`src/hw/mem_defs.svh`:
```
`ifndef MEM_DEFS_SVH
`define MEM_DEFS_SVH

// Bus widths.
`define ADDR_WIDTH 32
`define DATA_WIDTH 32
`define BYTE_WIDTH 8

// Tag of a store/load buffer entry.
`define NICK_WIDTH 4

// Byte count of one access, legal values 1, 2 and 4.
`define LEN_WIDTH 3

// Busy vector from the memory controller.
`define WAIT_WIDTH 2

// Used address bits, 4 KiB of RAM.
`define RAM_ADDR_WIDTH 12

// Instruction cache index bits, 16 lines.
`define ICACHE_INDEX_WIDTH 4

`endif

```
`src/hw/memPkg.sv`:
```
`include "mem_defs.svh"

package memPkg;

    typedef logic [`ADDR_WIDTH-1:0] addrT;
    typedef logic [`DATA_WIDTH-1:0] dataT;
    typedef logic [`BYTE_WIDTH-1:0] byteT;
    typedef logic [`LEN_WIDTH-1:0] lenT;
    typedef logic [`NICK_WIDTH-1:0] nickT;
    typedef logic [`RAM_ADDR_WIDTH-1:0] ramAddrT;

    // Bit 0 blocks fetch requests, bit 1 blocks data requests.
    typedef logic [`WAIT_WIDTH-1:0] memWaitT;

    // Memory controller sequencer.
    typedef enum logic [1:0] {
        IDLE,
        DATA_XFER,
        FETCH_XFER,
        DONE
    } ctrlStateT;

endpackage

```
`src/hw/dataPort.sv`:
```
`timescale 1ns/1ps

module dataPort import memPkg::*; (
    input  logic    clk,
    input  logic    rst,
    input  logic    rdy,

    input  logic    slbEn,
    input  logic    slbStore,
    input  addrT    slbAddr,
    input  dataT    slbData,
    input  lenT     slbLen,
    input  nickT    slbNick,
    output logic    slbFree,
    output logic    slbDone,
    output dataT    slbResult,
    output nickT    slbDoneNick,

    input  memWaitT memWait,
    input  logic    dataDone,
    input  dataT    dataRdata,
    output logic    dataReq,
    output logic    dataStore,
    output addrT    dataAddr,
    output dataT    dataWdata,
    output lenT     dataLen
);

    logic occupied;
    logic doneQ;
    nickT nick;

    assign slbFree = rdy && !occupied;
    assign dataReq = rdy && occupied && !memWait[1];

    // Pulse stays hidden while the core is stalled.
    assign slbDone = rdy && doneQ;

    always_ff @(posedge clk) begin
        if (rst) begin
            occupied <= 1'b0;
            doneQ    <= 1'b0;
        end else if (rdy) begin
            doneQ <= dataDone;
            if (dataDone) begin
                occupied <= 1'b0;
            end else if (slbEn && slbFree) begin
                occupied <= 1'b1;
            end
        end
    end

    always_ff @(posedge clk) begin
        if (rdy) begin
            if (slbEn && !occupied) begin
                dataStore <= slbStore;
                dataAddr  <= slbAddr;
                dataWdata <= slbData;
                dataLen   <= slbLen;
                nick      <= slbNick;
            end
            // Result leaves with the tag it came in with.
            if (dataDone) begin
                slbResult   <= dataRdata;
                slbDoneNick <= nick;
            end
        end
    end

endmodule

```
`config.mk`:
```
export PLATFORM = sky130hd
export DESIGN_NAME = dataPort
export DESIGN_NICKNAME = d
export VERILOG_FILES = /design/src/hw/memPkg.sv /design/src/hw/dataPort.sv
export VERILOG_INCLUDE_DIRS = /design/src /design/src/hw
export SDC_FILE = /design/constraint.sdc
export NUM_CORES = 1
export LEC_CHECK = 0
export BUFFER_PORTS_ARGS = -buffer_cell sky130_fd_sc_hd__buf_2
export CAP_MARGIN = 30
export CORE_UTILIZATION = 30
export CTS_CLUSTER_DIAMETER = 80
export DETAILED_ROUTE_END_ITERATION = 8
export GPL_TIMING_DRIVEN = 0
export HOLD_SLACK_MARGIN = 0.06
export PLACE_DENSITY = 0.63
export SLEW_MARGIN = 30
export SYNTH_ARGS = -nofsm -noshare
export SYNTH_HDL_FRONTEND = slang
export SYNTH_SLANG_ARGS = --single-unit
```
`constraint.sdc`:
```
create_clock -name clk -period 4.7 [get_ports clk]
set_input_delay 1.41 -clock clk [delete_from_list [all_inputs] [get_ports clk]]
set_output_delay 1.41 -clock clk [all_outputs]
set_load 0.005 [all_outputs]
```
==> out/qor.txt <==
Final hold vios = 0
CTS tree = built
Cells on worst reg2reg path = 3
Post-DR vias/cell = 4.06
Slew Limit Fails = 0
Actual slew at the worst max-slew pin = 0.459 ns
Worst-path cell chain = buf_2, and2b_1, buf_2
Initial Utilization = 0.308
Largest net degree at the start of global routing = 42
Startpoint class of the critical path = primary input
Row Count = 38
CP Class = in2out
Pleak = 2.03 nW
Worst IR Drop VDD = 0.173 mV
Area occupied by multi-input gates = 62.6 µm²
DP HPWL = 5490 µm
Die Span Y = 108 µm
Post-Synthesis Cell Area = 3340 µm²
WHS = 0.426 ns
Max-capacitance violation count = 0
Via count = 1999
Synth unique cells = 10
Overall global routing resource usage = 0.122
Fmax = 0.306 GHz
# diodes = 0
Post-CTS setup buffer count = 0
Worst-Skew Late Latency = 0.36 ns
Critical Path RT = 3.29 ns
Area Growth Syn to Fin = 45.0%
Sum Neg Setup Slack = 0 ns
DRC Markers = 0
Logic pwr share = 0.063
Min-delay src = nick[0]$_DFFE_PP_
Syn Nets = 231
CTS Buf Count = 9
Initial antenna violation count = 0
Crit-path max FO = 6
Fin area = 4850 µm²
PnR Total Power = 0.00190 W
Clock sinks = 110
Syn avg cell area = 27.9 µm²
Die footprint = 11600 µm²
Clk_skew = 0.00786 ns
Utilization after layout = 0.447
YS warnings = 0
Wirelength per Cell = 14.6 µm
Global route total overflow = 0
Worst r2r dst = dataAddr[14]$_DFFE_PP_
Vias in the first global route = 2041
# IOs = 218
Critical Path AT = 1.86 ns
Die Width = 108 µm
Outcome = completed
Max-slew headroom = 0.694
Routability cong. = 0.701
Hold Crit Endpoint = slbDoneNick[0]$_DFFE_PP_
Placed Area = 4620 µm²
Most frequent CP cell = buf_2
Nets = 459
Slowest CP cell = and2b_1
Worst min-delay path category = reg2reg
Cell Int Power = 0.00155 W
Cts-stage hold buffer count = 0
RSZ-0062 raised after global routing = no
Total Wirelength = 7180 µm
Sequential fraction of the synthesis area = 0.982
Period Utilization, post-route = 0.696
FF+latch count, synth = 110
Std-Cell Core Area = 10800 µm²
FF/Latch Area = 3280 µm²
Endpoints failing setup = 0
Sw Share = 0.188
Root Driver = clkbuf_8
First-pass GRT wire length = 10200 µm
H-tree depth = 3
Power per Cell Area = 393 nW/µm²
Layout cells sized above 1 = 0.659
Post-CTS Resized = 0
Drt first pass iters = 4
Clock slew seen by the registers of the worst setup and hold paths = 0.09 ns
Sw Pwr = 0.000358 W
PortBufs = 216
Post-route ant nets = 0
Reg-to-Reg Start = occupied$_SDFFE_PP0P_
Cells after Synth = 120
Tmin final = 3.27 ns
CP peak stage delay = 0.19 ns
Buf+Inv Stages, Crit Path = 2
Iter 0 DRT Violations = 46
Largest delay contributor family on the critical path = buffers and inverters
WHS Path Cells = 0
Clock Power Share = 0.335
CP endpoint kind = output pin
Sequential Power Share = 0.601
Longest Clk Path Bufs = 2
Number of fill cells in the layout = 990
R2R Setup Slk = 3.08 ns
[layout make-up]
class,count,share of cell area
repair buffers,217,0.227
clock inverters,5,0.0204
well taps,140,0.0361
multi-input cells,10,0.0129
flip-flops and latches,110,0.677
clock buffers,10,0.0263
[state kept, by name (all words and copies together) (netlist names)]
register     flops
dataAddr        32
dataWdata       32
slbResult       32
nick             4
slbDoneNick      4
dataLen          3
dataStore        1
doneQ            1
occupied         1
[Yosys cell counts]
| library cell | count | area, µm² |
|---|---|---|
| and2b_1 | 1 | 7.51 |
| and2_4 | 1 | 8.76 |
| and2_1 | 2 | 12.5 |
| edfxtp_1 | 108 | 3240 |
| dfxtp_1 | 2 | 40.0 |
| nor2_1 | 2 | 7.51 |
| nand2_1 | 1 | 3.75 |
| mux2i_1 | 1 | 10.0 |
| nor3_1 | 1 | 5.00 |
| a21oi_1 | 1 | 5.00 |
[through the flow]
step	instances	setup slack (ns)
floorplan	120	1.01
global placement	476	0.265
global route	492	1.43
detailed placement	477	1.44
finish	492	1.43
CTS	492	1.44
[kinds of logic (layout without fill, tap and decap cells)]
| kind of cell | count (synthesis) | count (layout) | share of synthesized area |
|---|---|---|---|
| compound gates | 1 | 1 | 0.00150 |
| buf+inv | 0 | 232 | 0 |
| flops | 110 | 110 | 0.982 |
| mux | 1 | 1 | 0.00299 |
| simple gates | 8 | 8 | 0.0135 |
[per-layer routing]
layer / share of wire / up-vias / wire (µm) / track usage
met2: 0.49 / 143 / 3550 / 0.209
met1: 0.37 / 916 / 2670 / 0.124
met5: 0 / - / 0 / 0
met3: 0.12 / 10 / 827 / 0.0545
li1: - / 930 / - / -
met4: 0.020 / 0 / 142 / 0.0675
[layout by cell type (no fill, tap or decap), drive strengths merged]
cell type  Yosys  routed
bufinv         0       3
nor2           2       2
buf            0     217
clkbuf         0      10
a21oi          1       1
mux2i          1       1
and2           3       3
dfxtp          2       2
clkinv         0       2
nor3           1       1
and2b          1       1
edfxtp       108     108
nand2          1       1
[how the worst max path moves through the flow]
stage	startpoint	to	slack, ns	cells after the start
final	rdy	slbFree	1.43	3
after global routing	rdy	slbFree	1.43	3
after CTS	rdy	slbFree	1.44	3
after detailed placement	rdy	slbFree	1.44	3
after global placement	rdy	dataWdata[26]$_DFFE_PP_	0.26	3
after floorplan	rdy	dataAddr[0]$_DFFE_PP_	1.01	2
[power groups by stage]
stage               combinational [W]  clock [W]  sequential [W]
global placement             0.000117          0         0.00117
global route                 0.000133   0.000695         0.00115
CTS                          0.000124   0.000664         0.00115
finish                       0.000120   0.000639         0.00114
floorplan                   0.0000172          0         0.00118
detailed placement           0.000124          0         0.00117
Power figures use the tool's default switching activity.
