[src/hw/mem_defs.svh]
`ifndef MEM_DEFS_SVH
`define MEM_DEFS_SVH

// Bus widths.
`define ADDR_WIDTH 32
`define DATA_WIDTH 32
`define BYTE_WIDTH 8

// Tag of a store/load buffer entry.
`define NICK_WIDTH 4

// Byte count of one access, legal values 1, 2 and 4.
`define LEN_WIDTH 3

// Busy vector from the memory controller.
`define WAIT_WIDTH 2

// Used address bits, 4 KiB of RAM.
`define RAM_ADDR_WIDTH 12

// Instruction cache index bits, 16 lines.
`define ICACHE_INDEX_WIDTH 4

`endif

[src/hw/memPkg.sv]
`include "mem_defs.svh"

package memPkg;

    typedef logic [`ADDR_WIDTH-1:0] addrT;
    typedef logic [`DATA_WIDTH-1:0] dataT;
    typedef logic [`BYTE_WIDTH-1:0] byteT;
    typedef logic [`LEN_WIDTH-1:0] lenT;
    typedef logic [`NICK_WIDTH-1:0] nickT;
    typedef logic [`RAM_ADDR_WIDTH-1:0] ramAddrT;

    // Bit 0 blocks fetch requests, bit 1 blocks data requests.
    typedef logic [`WAIT_WIDTH-1:0] memWaitT;

    // Memory controller sequencer.
    typedef enum logic [1:0] {
        IDLE,
        DATA_XFER,
        FETCH_XFER,
        DONE
    } ctrlStateT;

endpackage

[src/hw/fetchPort.sv]
`timescale 1ns/1ps
`include "mem_defs.svh"

module fetchPort import memPkg::*; (
    input  logic    clk,
    input  logic    rst,
    input  logic    rdy,

    input  logic    fetchEn,
    input  addrT    fetchAddr,
    output logic    fetchBusy,
    output logic    fetchDone,
    output dataT    fetchInst,

    input  memWaitT memWait,
    input  logic    instDone,
    input  dataT    instRdata,
    output logic    instReq,
    output addrT    instAddr
);

    localparam int LINES     = 1 << `ICACHE_INDEX_WIDTH;
    localparam int TAG_WIDTH = `ADDR_WIDTH - `ICACHE_INDEX_WIDTH - 2;

    typedef logic [`ICACHE_INDEX_WIDTH-1:0] indexT;
    typedef logic [TAG_WIDTH-1:0] tagT;

    logic [LINES-1:0] lineValid;
    tagT              lineTag [LINES];
    dataT             lineWord [LINES];

    logic  missing;
    addrT  missAddr;
    logic  doneQ;
    logic  accept;
    logic  hit;
    indexT reqIdx;
    tagT   reqTag;
    indexT missIdx;
    tagT   missTag;

    // Word address bits pick the line.
    assign reqIdx  = fetchAddr[`ICACHE_INDEX_WIDTH+1:2];
    assign reqTag  = fetchAddr[`ADDR_WIDTH-1:`ICACHE_INDEX_WIDTH+2];
    assign missIdx = missAddr[`ICACHE_INDEX_WIDTH+1:2];
    assign missTag = missAddr[`ADDR_WIDTH-1:`ICACHE_INDEX_WIDTH+2];

    assign hit    = lineValid[reqIdx] && (lineTag[reqIdx] == reqTag);
    assign accept = rdy && fetchEn && !missing;

    assign fetchBusy = missing;
    assign fetchDone = rdy && doneQ;
    assign instReq   = rdy && missing && !memWait[0];
    assign instAddr  = missAddr;

    always_ff @(posedge clk) begin
        if (rst) begin
            lineValid <= '0;
            missing   <= 1'b0;
            doneQ     <= 1'b0;
        end else if (rdy) begin
            doneQ <= 1'b0;
            if (instDone) begin
                lineValid[missIdx] <= 1'b1;
                missing            <= 1'b0;
                doneQ              <= 1'b1;
            end else if (accept) begin
                if (hit) begin
                    doneQ <= 1'b1;
                end else begin
                    missing <= 1'b1;
                end
            end
        end
    end

    always_ff @(posedge clk) begin
        if (rdy) begin
            if (instDone) begin
                // Refill word goes to the line and straight out.
                lineTag[missIdx]  <= missTag;
                lineWord[missIdx] <= instRdata;
                fetchInst         <= instRdata;
            end else if (accept) begin
                if (hit) begin
                    fetchInst <= lineWord[reqIdx];
                end else begin
                    missAddr <= {fetchAddr[`ADDR_WIDTH-1:2], 2'b00};
                end
            end
        end
    end

endmodule

[config.mk]
export PLATFORM = sky130hd
export DESIGN_NAME = fetchPort
export DESIGN_NICKNAME = d
export VERILOG_FILES = /design/src/hw/memPkg.sv /design/src/hw/fetchPort.sv
export VERILOG_INCLUDE_DIRS = /design/src /design/src/hw
export SDC_FILE = /design/constraint.sdc
export NUM_CORES = 1
export LEC_CHECK = 0
export ABC_AREA = 0
export BUFFER_PORTS_ARGS = -buffer_cell sky130_fd_sc_hd__buf_2
export CORE_AREA = 2 2 276 278
export DETAILED_ROUTE_END_ITERATION = 12
export DIE_AREA = 0 0 278 280
export PLACE_DENSITY_LB_ADDON = 0.12
export SYNTH_ARGS = -nofsm -noshare
export SYNTH_HDL_FRONTEND = slang
export SYNTH_SLANG_ARGS = --single-unit
[constraint.sdc]
create_clock -name clk -period 6.7 [get_ports clk]
set_input_delay 1.005 -clock clk [delete_from_list [all_inputs] [get_ports clk]]
set_output_delay 1.005 -clock clk [all_outputs]
set_load 0.01 [all_outputs]
==> results.ini, run 1 <==
[synth]
synth-seq-area-share_pct=77.7
synth_simple_gate_area_share_pct=1.93
synth.most_common_cell=edfxtp_1
syn_area_um2=38700
synth_top_area_share_pct=76.7
synth_ff_type=edfxtp_1
synthAdderAreaFrac_pct=0
synthTopCellsByArea=edfxtp_1 77%, mux4_2 15%, mux2i_1 1.6%
synth_top_family_by_area=multiplexers
synth_commonest_cells=990 x edfxtp_1, 252 x mux4_2, 61 x mux2i_1
yosysUniqueCellTypes=57
muxShareOfSynthArea_pct=17.3
synth-xor-area-share_pct=0.539
synth_largest_area_cell=edfxtp_1
synth_seq_cells=1008
synth_edf_count=990
syn_inst=1689
synthArstFlopShare_pct=0
synth-compound-area-share_pct=1.38
yosysWarningCount=0
synth_area_per_cell_um2=22.9

[setup_path]
critPathRequiredTime_ps=6960
arrival_ps=4870
end_kind=flip-flop
critPathLaunchType=primary input
critPathKind=primary input to flip-flop
path_max_fanout=54

[timing]
slew_headroom_pct=18.3
period_share_pct=68.8
finalClockSkew_ps=31.7
min_period_ps=4610
finalMaxSlewViolations=0
finalWorstSetupSlack_ps=2090
rsz0062_at_grt=false
finalHoldViolations=0
setup_violations=0
holdWs_ps=464
fmax_mhz=217
max_slew.worst_pin.slew_ps=1220
finalSetupTns_ps=0

[floorplan]
ios=138
fp.dieH_um=280
std_cell_rows=101
die_w_um=278
initial_core_util_pct=51.5
die-area_um2=77800
core_area_um2=75200

[global_route]
grtUsageTotal_pct=23.0
grt_pass1_vias=18900
overflow=0
antenna_found_initial=4
grt_max_degree=64
grt_first_pass_wirelength_um=128000

[routing]
highest_layer=met5
ant_nets=0
wl_met1_um=37200
wirelength_um=88300
post_drt_wl_per_cell_um=30.0
routed-wl-met3_um=5470
first_iter_violations=1674
route.vias.total=18100
drc=0
drt_first_pass_iters=8
routed-wl-met2_um=43500
avgViaCountPerCell=6.15

[clocking]
cts_tree=yes
clockBufferDepth=3
root_buffer=clkbuf_16
cts.repair.resized=0
cts_buffers=101
cts_max_level=3
cts_num_sinks=1008
clock_latency_ps=660
ctsHoldBuffers=0
postCtsSetupBuffers=0
path_clk_slew_ps=60

[layout]
drive_gt1_share_pct=31.7
final_area_um2=44000
nets=1958
area_growth_pct=13.5
nFillCells=5385

[pwr]
irDropWorstVdd_mv=0.221
power.density_nw_per_um2=297
p_total_mw=13.1
p_leak_nw=14.0

[placed_design]
post-dp-hpwl_um=45700
postPlaceCellArea_um2=40800
port_buffers=132
pre_cts_ws_ps=1490
place_congestion=0.838

[status]
status=complete, no violations

[flow_run]
drv_cap=0

[worst_hold_path]
holdCritPathClass=flip-flop to flip-flop

report_power, final:
group	internal, mW	switching (mW)	total (mW)
sequential	6.95	0.0294	6.98
clock	3.23	2.27	5.50
combinational	0.257	0.341	0.598
total	10.4	2.64	13.1
placed cells by master (no fill, tap or decap), types with 5 or more instances in the layout:
cell	n
dfxtp_1	18
clkbuf_1	20
edfxtp_1	990
nor2b_1	7
nor3_1	6
mux4_2	252
buf_12	8
xnor2_1	12
buf_2	129
buf_4	36
nor2_1	46
o21ai_0	12
xor2_1	10
and2_1	5
a21oi_1	11
nand2_1	23
nand3_1	7
clkbuf_16	105
mux2i_1	61
nand4_1	11
a221o_1	5
nand2b_1	8
nor2_4	12
mux2_2	36
clkinv_2	14
bufinv_16	10
clkinv_1	24
a221oi_1	13
critical path, cell delays in order:
cell      delay [ps]
buf_4            620
clkinv_1         540
mux2i_1          300
xor2_1           320
nand4_1          150
a221o_1          430
nor4_1           390
nand4_1          230
o31ai_4          200
buf_4            530
worst paths after layout:
check	from	endpoint	slack, ps	cells after the start
worst min-delay path	lineValid[4]	lineValid[4]	460	2
worst max-delay path	fetchAddr[4]	fetchInst[4]	2090	10
worst max register to register	lineTag[3][0]	fetchInst[4]	2980	9
worst min register to register	lineValid[4]	lineValid[4]	460	2
kinds of logic (layout without fill, tap and decap cells):
group	Yosys count	in the layout
multiplexers	349	349
XOR/XNOR	23	23
buffers and inverters	86	358
flip-flops	1008	1008
other	1	3
AO/OA/AOI/OAI	71	71
AND/OR/NAND/NOR	151	151
metrics by stage:
stage / utilization (%) / cells
3_3_place_gp: 54.2 / 2762
3_5_place_dp: 54.2 / 2762
2_1_floorplan: - / 1690
6_report: 58.5 / 2941
4_1_cts: 58.5 / 2940
5_1_grt: 58.5 / 2940
flip-flops by register name (all words and copies together), names as in the netlist:
| name | count |
|---|---|
| lineWord | 512 |
| instAddr | 30 |
| fetchBusy | 1 |
| lineTag | 416 |
| fetchInst | 32 |
| doneQ | 1 |
| lineValid | 16 |
area by class of cell:
class / count / area, µm² / area share (%)
flip-flops and latches: 1008 / 30100 / 68.4
multi-input cells: 596 / 8320 / 18.9
clock buffers: 125 / 2700 / 6.14
well taps: 978 / 1220 / 2.78
repair buffers: 175 / 1110 / 2.51
clock inverters: 53 / 523 / 1.19
inverters: 5 / 21.3 / 0.0484
diodes: 1 / 2.50 / 0.00569
per-layer routing:
layer | GRT usage (%) | up-vias
met2 | 37.5 | 599
met1 | 32.4 | 9774
met5 | 0 | -
li1 | - | 7575
met4 | 6.67 | 6
met3 | 3.90 | 138
Power figures use the tool's default switching activity.
==> inputs of run 2 (changes only) <==
==> constraint.sdc (replaced) <==
create_clock -name clk -period 4.7 [get_ports clk]
set_input_delay 0.705 -clock clk [delete_from_list [all_inputs] [get_ports clk]]
set_output_delay 0.705 -clock clk [all_outputs]
set_load 0.01 [all_outputs]
==> run 2 against run 1 <==
Net effect: cell area increased by 1.2%; final cell count increased by 1.5%; non-clock buffer count increased by 36; sequential power increased by 43%; via count increased by 0.57%; hold slack got worse by 190 ps; die area unchanged; critical endpoint is now fetchInst[5]; largest cell class unchanged; largest power group unchanged.
==> results.ini, run 2 (synthesized netlist as in run 1, its figures left out) <==
[status]
status=complete, no violations

[layout]
nets=1994  ; +1.8%
final_common_cell=edfxtp_1
layoutNonFillerInstCount=2984  ; +1.5%
top_regs=lineWord (512), lineTag (416), fetchInst (32)
final_core_util_pct=59.2  ; +0.71 points
area_growth_pct=14.9
largest_register_ffs=512  ; unchanged
final_cell_mix=990 x edfxtp_1, 252 x mux4_2, 129 x buf_2
top_register=lineWord
drive_gt1_share_pct=33.3  ; +1.6 points

[timing]
fmax_mhz=275
slew_headroom_pct=30.5  ; +12 points
rsz0062_at_grt=false
period_share_pct=77.3
holdWs_ps=276  ; -188 ps
setup_violations=0  ; unchanged
finalMaxSlewViolations=0  ; unchanged
finalClockSkew_ps=29.8  ; -1.89 ps
finalSetupTns_ps=0  ; unchanged
max_slew.worst_pin.slew_ps=1040  ; -183 ps
finalHoldViolations=0  ; unchanged
finalWorstSetupSlack_ps=1070  ; -1020 ps
min_period_ps=3630

[global_route]
grt_pass1_vias=19200  ; +1.5%
overflow=0  ; unchanged
grtUsageTotal_pct=23.0  ; +0.032 points
antenna_found_initial=8  ; +4
grt_first_pass_wirelength_um=129000  ; +0.60%
grt_max_degree=60  ; -6.3%

[pwr]
power.density_nw_per_um2=422  ; +42%
p_leak_nw=14.3  ; +2.0%
irDropWorstVdd_mv=0.335  ; +52%

[floorplan]
std_cell_rows=101  ; unchanged
core_area_um2=75200  ; unchanged
ios=138  ; unchanged
initial_core_util_pct=51.5  ; unchanged
fp.dieH_um=280  ; unchanged
die_w_um=278  ; unchanged
die-area_um2=77800  ; unchanged

[clocking]
ctsHoldBuffers=0  ; unchanged
cts.repair.resized=0  ; unchanged
clockBufferDepth=3  ; unchanged
path_clk_slew_ps=60  ; about the same
root_buffer=clkbuf_16
cts_num_sinks=1008  ; unchanged
cts_tree=yes
cts_max_level=3  ; unchanged
cts_buffers=101  ; unchanged
clock_latency_ps=660  ; about the same
postCtsSetupBuffers=0  ; unchanged

[setup_path]
r2r_cells=9  ; unchanged
critical_path_depth=12  ; +2
critPathLaunchType=primary input
critical-path-slowest-cell=buf_4
critPathKind=primary input to flip-flop
path_delay_family=buffers and inverters
critPathBufInv=4  ; +1
path_max_fanout=43  ; -20%
crit_path_cell_trace=buf_8 > buf_4 > mux4_2 > nand2b_1 > o211ai_1 > xor2_1 > buf_4 > nand4_1 > nor4_1 > nand4_1 > o31ai_4 > buf_12
end_kind=flip-flop
worst_path_largest_cell_delay_ps=420  ; -200 ps
arrival_ps=3940  ; -930 ps
critPathRequiredTime_ps=5010  ; -1950 ps

[routing]
drc=0  ; unchanged
wl_met1_um=37400  ; +0.58%
route.vias.total=18200  ; +0.57%
routed-wl-met2_um=42700  ; -1.7%
avgViaCountPerCell=6.10  ; -0.87%
first_iter_violations=1802  ; +7.6%
ant_nets=0  ; unchanged
highest_layer=met5
routed-wl-met3_um=5400  ; -1.3%
drt_first_pass_iters=5  ; -3
wirelength_um=87500  ; -0.95%
post_drt_wl_per_cell_um=29.3  ; -2.4%

[placed_design]
pre_cts_ws_ps=425  ; -1070 ps
place_congestion=0.856  ; +2.2%
placedCellCount=2798  ; +1.3%
post-dp-hpwl_um=46100  ; +0.96%
port_buffers=132  ; unchanged

[flow_run]
drv_cap=0  ; unchanged

[worst_hold_path]
holdCritPathClass=primary input to flip-flop
min_path_cells=1  ; -1

-- run 2: routing by layer --
| metal | up-vias | global-route usage [%] |
|---|---|---|
| met5 | - | 0 |
| met4 | 6 | 6.61 |
| met3 | 130 | 3.55 |
| met2 | 597 | 36.7 |
| met1 | 9813 | 33.5 |
| li1 | 7650 | - |
-- run 2: final cells by class --
type | count | area [µm²]
clock buffer | 130 | 2740
clock inverter | 54 | 527
timing repair buffer | 211 | 1560
tap | 978 | 1220
fill | 5333 | 30700
multi-input combinational | 596 | 8350
inverter | 5 | 21.3
sequential | 1008 | 30100
antenna | 2 | 5.00
-- run 2: metrics by stage --
stage / cell area [µm²] / total power, mW
after global placement: 41200 / 11.0
after CTS: 44500 / 18.9
after detailed placement: 41200 / 11.0
after global routing: 44500 / 19.3
after floorplan: 38800 / 10.7
final: 44500 / 18.8
-- run 2: report_power, final --
part           leakage [nW]  switching, mW  internal [mW]
clock network          1.61           3.28           4.65
logic                  3.63          0.491          0.394
registers              9.08         0.0423           9.91
-- run 2: worst paths after layout --
kind	from	end	slack, ps
worst max register to register	lineTag[6][0]	fetchInst[5]	1240
worst min register to register	lineValid[4]	lineValid[4]	470
worst max-delay path	fetchAddr[3]	fetchInst[5]	1070
worst min-delay path	fetchAddr[26]	instAddr[26]	280
