===== config.mk =====
export PLATFORM = sky130hd
export DESIGN_NAME = memCtrl
export DESIGN_NICKNAME = d
export VERILOG_FILES = /design/src/hw/memPkg.sv /design/src/hw/memCtrl.sv
export VERILOG_INCLUDE_DIRS = /design/src /design/src/hw
export SDC_FILE = /design/constraint.sdc
export NUM_CORES = 1
export LEC_CHECK = 0
export ABC_AREA = 1
export BUFFER_PORTS_ARGS = -buffer_cell sky130_fd_sc_hd__buf_4
export CORE_MARGIN = 2
export CORE_UTILIZATION = 49
export CTS_CLUSTER_DIAMETER = 50
export DETAILED_ROUTE_END_ITERATION = 10
export PLACE_DENSITY = 0.79
export SYNTH_ARGS = -nofsm -noshare
export SYNTH_HDL_FRONTEND = slang
export SYNTH_SLANG_ARGS = --single-unit

===== constraint.sdc =====
create_clock -name clk -period 4.6 [get_ports clk]
set_input_delay 1.38 -clock clk [delete_from_list [all_inputs] [get_ports clk]]
set_output_delay 1.38 -clock clk [all_outputs]
set_load 0.02 [all_outputs]

===== src/hw/mem_defs.svh =====
`ifndef MEM_DEFS_SVH
`define MEM_DEFS_SVH

// Bus widths.
`define ADDR_WIDTH 32
`define DATA_WIDTH 32
`define BYTE_WIDTH 8

// Tag of a store/load buffer entry.
`define NICK_WIDTH 4

// Byte count of one access, legal values 1, 2 and 4.
`define LEN_WIDTH 3

// Busy vector from the memory controller.
`define WAIT_WIDTH 2

// Used address bits, 4 KiB of RAM.
`define RAM_ADDR_WIDTH 12

// Instruction cache index bits, 16 lines.
`define ICACHE_INDEX_WIDTH 4

`endif


===== src/hw/memPkg.sv =====
`include "mem_defs.svh"

package memPkg;

    typedef logic [`ADDR_WIDTH-1:0] addrT;
    typedef logic [`DATA_WIDTH-1:0] dataT;
    typedef logic [`BYTE_WIDTH-1:0] byteT;
    typedef logic [`LEN_WIDTH-1:0] lenT;
    typedef logic [`NICK_WIDTH-1:0] nickT;
    typedef logic [`RAM_ADDR_WIDTH-1:0] ramAddrT;

    // Bit 0 blocks fetch requests, bit 1 blocks data requests.
    typedef logic [`WAIT_WIDTH-1:0] memWaitT;

    // Memory controller sequencer.
    typedef enum logic [1:0] {
        IDLE,
        DATA_XFER,
        FETCH_XFER,
        DONE
    } ctrlStateT;

endpackage


===== src/hw/memCtrl.sv =====
`timescale 1ns/1ps

module memCtrl import memPkg::*; (
    input  logic    clk,
    input  logic    rst,
    input  logic    rdy,

    input  logic    dataReq,
    input  logic    dataStore,
    input  addrT    dataAddr,
    input  dataT    dataWdata,
    input  lenT     dataLen,
    output logic    dataDone,
    output dataT    dataRdata,

    input  logic    instReq,
    input  addrT    instAddr,
    output logic    instDone,
    output dataT    instRdata,

    output memWaitT memWait,

    output ramAddrT ramAddr,
    output logic    ramWe,
    output byteT    ramWdata,
    input  byteT    ramRdata
);

    ctrlStateT  state;
    logic       servedData;
    logic       isStore;
    ramAddrT    baseAddr;
    dataT       wdata;
    lenT        len;
    lenT        count;
    dataT       rdata;
    logic [1:0] loadIdx;
    logic       lastStep;
    logic       xfer;

    assign xfer = (state == DATA_XFER) || (state == FETCH_XFER);

    // Data outranks fetch, so a pending data request blocks the fetch side too.
    assign memWait[1] = (state != IDLE);
    assign memWait[0] = (state != IDLE) || dataReq;

    // Stalled cycles reread the previous address to hold ramRdata.
    assign ramAddr  = baseAddr + ramAddrT'(count) - ramAddrT'(!rdy);
    assign ramWe    = rdy && (state == DATA_XFER) && isStore;
    assign ramWdata = byteT'(wdata >> {count, 3'b000});

    // Byte returned now belongs to the previous address.
    assign loadIdx = count[1:0] - 2'd1;

    // A load needs one extra cycle to catch the last byte.
    assign lastStep = isStore ? (count == len - 1'b1) : (count == len);

    assign dataDone  = rdy && (state == DONE) && servedData;
    assign instDone  = rdy && (state == DONE) && !servedData;
    assign dataRdata = rdata;
    assign instRdata = rdata;

    always_ff @(posedge clk) begin
        if (rst) begin
            state      <= IDLE;
            servedData <= 1'b0;
            isStore    <= 1'b0;
            count      <= '0;
        end else if (rdy) begin
            case (state)
                IDLE: begin
                    count <= '0;
                    if (dataReq) begin
                        state      <= DATA_XFER;
                        servedData <= 1'b1;
                        isStore    <= dataStore;
                    end else if (instReq) begin
                        state      <= FETCH_XFER;
                        servedData <= 1'b0;
                        isStore    <= 1'b0;
                    end
                end
                DATA_XFER, FETCH_XFER: begin
                    count <= count + 1'b1;
                    if (lastStep) begin
                        state <= DONE;
                    end
                end
                DONE: begin
                    state <= IDLE;
                end
                default: begin
                    state <= IDLE;
                end
            endcase
        end
    end

    always_ff @(posedge clk) begin
        if (rdy) begin
            if (state == IDLE) begin
                if (dataReq) begin
                    baseAddr <= ramAddrT'(dataAddr);
                    wdata    <= dataWdata;
                    len      <= dataLen;
                end else begin
                    // Refills are always one word.
                    baseAddr <= ramAddrT'(instAddr);
                    len      <= lenT'(4);
                end
                rdata <= '0;
            end else if (xfer && !isStore && count != '0) begin
                rdata[{loadIdx, 3'b000} +: 8] <= ramRdata;
            end
        end
    end

endmodule


==> reports/metrics.cfg, run 1 <==
[critical_path]
crit_arrival_ps = 3100
worstSetupPathType = primary input to output pin
reg2reg_from = state[1]
crit_start = rdy
worstPathMaxFanout = 3
r2r_cells = 7
critPathCaptureType = output pin
critical_path_required_ps = 3220
rrSetupSlack_ps = 2370
start_kind = primary input
endpoint = ramAddr[8]
reg2reg_to = servedData

[clock_network]
cts_buffer_depth = 2
cts_tree = built
cts-root-buf = clkbuf_8
path_clk_slew_ps = 90
clock_latency_ps = 350
cts_max_level = 3
numClockSinks = 86
cts_made_buffers = 9

[global_route]
grt_max_degree = 35
grt_usage_pct = 20.7
overflow = 0
grt_antenna_before_repair = 0
grt_pass1_vias = 3936
grt_pass1_wl_um = 18300

[logic_synthesis]
synth.distinct_cells = 35
synthFlopType = edfxtp_1
synth-seq-cells = 86
synth_edf_count = 79
async_flop_share_pct = 0
synth_area_sq_mm = 0.00491
netlist.top_cell.by_area = edfxtp_1
netlist_top_cells_area = edfxtp_1, nand2_1, ha_1
synthesis.nets = 687
synth-seq-area-share_pct = 51.2
synth.avg_cell_area_sq_um = 8.96
synth_top_area_share_pct = 48.3
yosysWarnings = 0
synthCells = 548

[placement]
dp_hpwl_um = 8610
routabilityCongestion = 0.830
io_buffers = 161
pre_cts_slack_ps = -28.5
dpl-instance-area_sq_mm = 0.00601

[sta]
fmax_ghz = 0.223
finalHoldViolations = 0
setup_slack_ps = 122
period_needed_ps = 4480
rsz0062_at_grt = false
setup_viol = 0
finalCritPeriodShare_pct = 97.3
whs_ps = 548
skew_ps = 14.5
tightest_slew_ps = 696
slew_viol_final = 0
relSlewSlack_pct = 53.6

[die]
fp.dieH_um = 104
row_count = 36
io_pins = 202
die-width_um = 104
core_sq_mm = 0.00973
dieArea_sq_mm = 0.0108
start_util_pct = 50.5

[power_and_ir_drop]
p_per_area_mw_per_mm2 = 472
p_leak_uw = 0.00285
p_total_uw = 2950
vdd_drop_max_uv = 232

[cells_and_area]
drive_gt1_share_pct = 29.8
post-route-util_pct = 64.1
nNetsFinal = 821
area_growth_pct = 27.0
fin_area_sq_mm = 0.00623
num-fill-cells = 820
antennaDiodeCount = 0

[detailed_routing]
drtIter0Drc = 135
vias_per_cell = 4.89
ant_nets = 0
drtPass1Iterations = 4
drc_errors = 0
wirelength_um = 11200
num_vias = 4012
wl_per_cell_um = 13.7

[hold_path]
hold_path_class = register to register

[run_status]
status = complete, no violations

[flow_run]
cap_violations = 0

-- cells in the final DEF, fill, tap and decap left out, types with 2 or more instances in the layout --
cell and n:
nand2_1 134, dfxtp_1 7, ha_1 24, inv_1 50, nor2_2 3, clkinv_1 3
nor2_1 58, xor2_1 6, clkbuf_8 9, inv_2 7, buf_4 170, o21ai_1 2
clkinvlp_4 2, o21ai_2 2, xnor2_1 4, edfxtp_1 79, nand3_1 14, a21oi_1 54
o21ai_0 38, nor3_4 2
-- cell families after synthesis --
logic type                 Yosys count  synth area share, %
AOI/OAI and AO/OA                  101                 10.6
xor gates and xnor gates            10                 1.78
adders and majority gates           26                 6.78
and+or+nand+nor                    219                 18.3
DFF                                 86                 51.2
buffers and inverters              106                 11.4
-- cell usage after synthesis, types with 2 or more instances --
cell and count:
nand2_1 134, edfxtp_1 79, nor2_1 59, a21oi_1 54
inv_1 53, o21ai_0 39, buf_4 35, ha_1 25
nand3_1 14, dfxtp_1 7, xor2_1 6, buf_2 5
clkbuf_1 4, inv_2 4, xnor2_1 4, buf_6 3
clkinv_1 2, nor2_2 2, nor3_4 2, o21ai_1 2
-- worst max-delay path, cell delays in order --
cell and delay, ps:
buf_4 90, inv_2 30, ha_1 270, inv_2 70, ha_4 130, inv_2 40
fa_2 380, o21ai_2 190, nand3_1 100, nand2_1 80, xor2_1 160, buf_4 160
-- per-stage QoR --
stage / std cells / setup TNS (ps)
floorplan: 548 / 0
global placement: 803 / 0
detailed placement: 803 / -28.5
CTS: 820 / 0
global route: 820 / 0
finish: 820 / 0
-- worst min-delay path by stage --
stage	cells past startpoint	slack, ps	start	endpoint
finish	2	550	servedData	servedData
global route	2	580	state[1]	state[1]
CTS	2	540	servedData	servedData
detailed placement	2	510	servedData	servedData
global placement	2	510	servedData	servedData
floorplan	2	480	servedData	servedData
-- state kept, by name, indices dropped and copies added (netlist names) --
| signal | count |
|---|---|
| isStore | 1 |
| dataRdata | 32 |
| count | 3 |
| baseAddr | 12 |
| servedData | 1 |
| len | 3 |
| wdata | 32 |
| state | 2 |
-- layout make-up --
cell class,instances,area [sq um],area share [%]
multi-input cells,356,1860,29.8
clock buffers,9,124,1.99
inverters,59,221,3.55
clock inverters,7,73.8,1.18
well taps,133,166,2.67
repair buffers,170,1280,20.5
flip-flops and latches,86,2510,40.3
-- power breakdown --
| group | switching [uW] | total, uW | internal [uW] | leakage, uW |
|---|---|---|---|---|
| clock network | 279 | 532 | 253 | 0.0000948 |
| registers | 81.9 | 1110 | 1030 | 0.000815 |
| logic | 794 | 1300 | 511 | 0.00194 |
| total | 1150 | 2950 | 1790 | 0.00285 |
-- layer usage --
| layer | global-route usage (%) | routed length (um) | vias up | share of wire [%] |
|---|---|---|---|---|
| met5 | 0 | 0 | - | 0 |
| met4 | 5.79 | 151 | 0 | 1.3 |
| met3 | 4.45 | 675 | 14 | 6.0 |
| met2 | 36.4 | 5610 | 148 | 50 |
| met1 | 25.8 | 4800 | 1809 | 43 |
| li1 | - | - | 2041 | - |
-- repair_timing --
action / 4_1_cts / 5_1_grt
pin swaps: 1 / 5
hold endpoints to repair: 0 / 0
hold buffers: 0 / 0
endpoints found under the setup margin: 1 / 4
resized for setup: 0 / 6
setup buffers: 1 / 0
(Power assumes the default switching activity.)
==> inputs of run 2 (changes only) <==
Settings changed: BUFFER_PORTS_ARGS -buffer_cell sky130_fd_sc_hd__buf_4 to not set, CORE_ASPECT_RATIO set to 1.25, CORE_UTILIZATION 49 to 64, DONT_BUFFER_PORTS set to 1, PLACE_DENSITY 0.79 to 0.78, SKIP_CTS_REPAIR_TIMING set to 1.
==> reports/metrics.cfg, run 2 (synthesis results as in run 1) <==
[run_status]
status = complete, no violations  ; unchanged

[clock_network]
cts_max_level = 3  ; unchanged
cts_made_buffers = 9  ; unchanged
cts_tree = built  ; unchanged
numClockSinks = 86  ; unchanged
path_clk_slew_ps = 80  ; was 90 ps
clock_latency_ps = 350  ; about the same
cts_buffer_depth = 2  ; unchanged
cts-root-buf = clkbuf_8  ; unchanged

[power_and_ir_drop]
combinationalPowerShare_pct = 29.3  ; was 44.3%
pwr-share-seq_pct = 48.0  ; was 37.7%
p_leak_uw = 0.00211  ; was 0.00285 uW
vdd_drop_max_uv = 324  ; was 232 uV
p_per_area_mw_per_mm2 = 539  ; was 472 mW/mm^2
pwr-share-clk_pct = 22.7  ; was 18.0%
p_sw_share_pct = 39.5  ; was 39.2%
p_int_uw = 1640  ; was 1790 uW
power.switching_uw = 1070  ; was 1150 uW

[critical_path]
endpoint = ramAddr[8]  ; unchanged
r2r_cells = 7  ; unchanged
rrSetupSlack_ps = 2370  ; about the same
reg2reg_to = servedData  ; unchanged
crit_arrival_ps = 3050  ; was 3100 ps
reg2reg_from = state[1]  ; unchanged
worstPathMaxFanout = 3  ; unchanged
crit_start = rdy  ; unchanged
start_kind = primary input  ; unchanged
critPathCaptureType = output pin  ; unchanged
worstSetupPathType = primary input to output pin  ; unchanged
critical_path_required_ps = 3220  ; about the same

[cells_and_area]
nNetsFinal = 665  ; was 821
final_common_cell = nand2_1  ; was buf_4
area_growth_pct = 2.60  ; was 27.0%
fin_area_sq_mm = 0.00504  ; was 0.00623 sq mm
stdcell_count = 622  ; was 820
final_cell_mix = nand2_1, edfxtp_1, nor2_1  ; was buf_4, nand2_1, edfxtp_1
num-fill-cells = 560  ; was 820
drive_gt1_share_pct = 8.30  ; was 29.8%
antennaDiodeCount = 0  ; unchanged

[placement]
placed_cells = 606  ; was 803
dpl-instance-area_sq_mm = 0.00479  ; was 0.00601 sq mm
dp_hpwl_um = 6990  ; was 8610 um
pre_cts_slack_ps = 68.5  ; was -28.5 ps
io_buffers = 0  ; was 161
routabilityCongestion = 0.812  ; was 0.830

[detailed_routing]
wl_per_cell_um = 15.3  ; was 13.7 um
ant_nets = 0  ; unchanged
drc_errors = 0  ; unchanged
num_vias = 3466  ; was 4012
wirelength_um = 9540  ; was 11200 um
drtIter0Drc = 254  ; was 135
drtPass1Iterations = 4  ; unchanged
vias_per_cell = 5.57  ; was 4.89

[hold_path]
min_from = servedData  ; unchanged
hold_path_class = register to register  ; unchanged

[global_route]
busiest_layer = met2  ; unchanged
grt_pass1_vias = 3418  ; was 3936
grt_usage_pct = 23.6  ; was 20.7%
grt_antenna_before_repair = 0  ; unchanged
grt_pass1_wl_um = 15100  ; was 18300 um
grt_max_degree = 35  ; unchanged
grt_util_met1_pct = 26.9  ; was 25.8%
gr-usage-met2_pct = 42.4  ; was 36.4%
grt_util_met3_pct = 5.48  ; was 4.45%
overflow = 0  ; unchanged

[die]
die-width_um = 82.3  ; was 104 um
io_pins = 202  ; unchanged
row_count = 35  ; was 36
core_sq_mm = 0.00740  ; was 0.00973 sq mm
start_util_pct = 66.3  ; was 50.5%
dieArea_sq_mm = 0.00839  ; was 0.0108 sq mm
fp.dieH_um = 102  ; was 104 um

[sta]
rsz0062_at_grt = false  ; unchanged
relSlewSlack_pct = 52.9  ; was 53.6%
slew_viol_final = 0  ; unchanged
finalHoldViolations = 0  ; unchanged
finalCritPeriodShare_pct = 96.2  ; was 97.3%
setup_viol = 0  ; unchanged
skew_ps = 18.2  ; was 14.5 ps
setup_slack_ps = 173  ; was 122 ps
period_needed_ps = 4430  ; was 4480 ps
tightest_slew_ps = 706  ; was 696 ps
setup-tns-final_ps = 0  ; unchanged
fmax_ghz = 0.226  ; was 0.223 GHz

[flow_run]
cap_violations = 0  ; unchanged

-- run 2: final cells by class --
| type | count | area, sq um | share of cell area, % |
|---|---|---|---|
| Clock buffer | 9 | 124 | 2.46 |
| Clock inverter | 6 | 111 | 2.21 |
| Inverter | 59 | 221 | 4.40 |
| Multi-Input combinational cell | 356 | 1850 | 36.7 |
| Sequential cell | 86 | 2510 | 49.9 |
| Tap cell | 92 | 115 | 2.29 |
| Timing Repair Buffer | 14 | 105 | 2.09 |
-- run 2: routing by layer --
layer / part of all wire, % / wire length [um]
met5: 0 / 0
met4: 1.2 / 114
met3: 7.3 / 696
met1: 40 / 3780
met2: 52 / 4960
-- run 2: worst min path at each step --
stage | to | slack, ps | cells past startpoint
after detailed placement | servedData | 530 | 2
after floorplan | servedData | 480 | 2
after global placement | servedData | 510 | 2
after CTS | servedData | 550 | 2
after global routing | isStore | 610 | 2
final | servedData | 540 | 2
-- run 2: worst max-delay path: stages --
cell and delay (ps):
inv_1 40, ha_1 280, inv_1 50, ha_1 180, inv_1 80, fa_2 380, o21ai_2 180, nand3_1 100
nand2_1 80, xor2_1 140, buf_4 150
-- run 2: per-stage QoR --
step | util [%] | hold slack, ps | power [uW]
floorplan | - | 483 | 2000
global placement | 64.8 | 509 | 2080
detailed placement | 64.8 | 529 | 2110
CTS | 67.9 | 545 | 2720
global route | 68.1 | 612 | 2870
finish | 68.1 | 542 | 2710
-- run 2: power groups by stage --
stage / sequential (uW) / clock [uW] / combinational (uW)
after global placement: 1320 / 0 / 765
after detailed placement: 1320 / 0 / 787
after global routing: 1330 / 651 / 888
after floorplan: 1210 / 0 / 794
after CTS: 1300 / 624 / 790
final: 1300 / 616 / 795
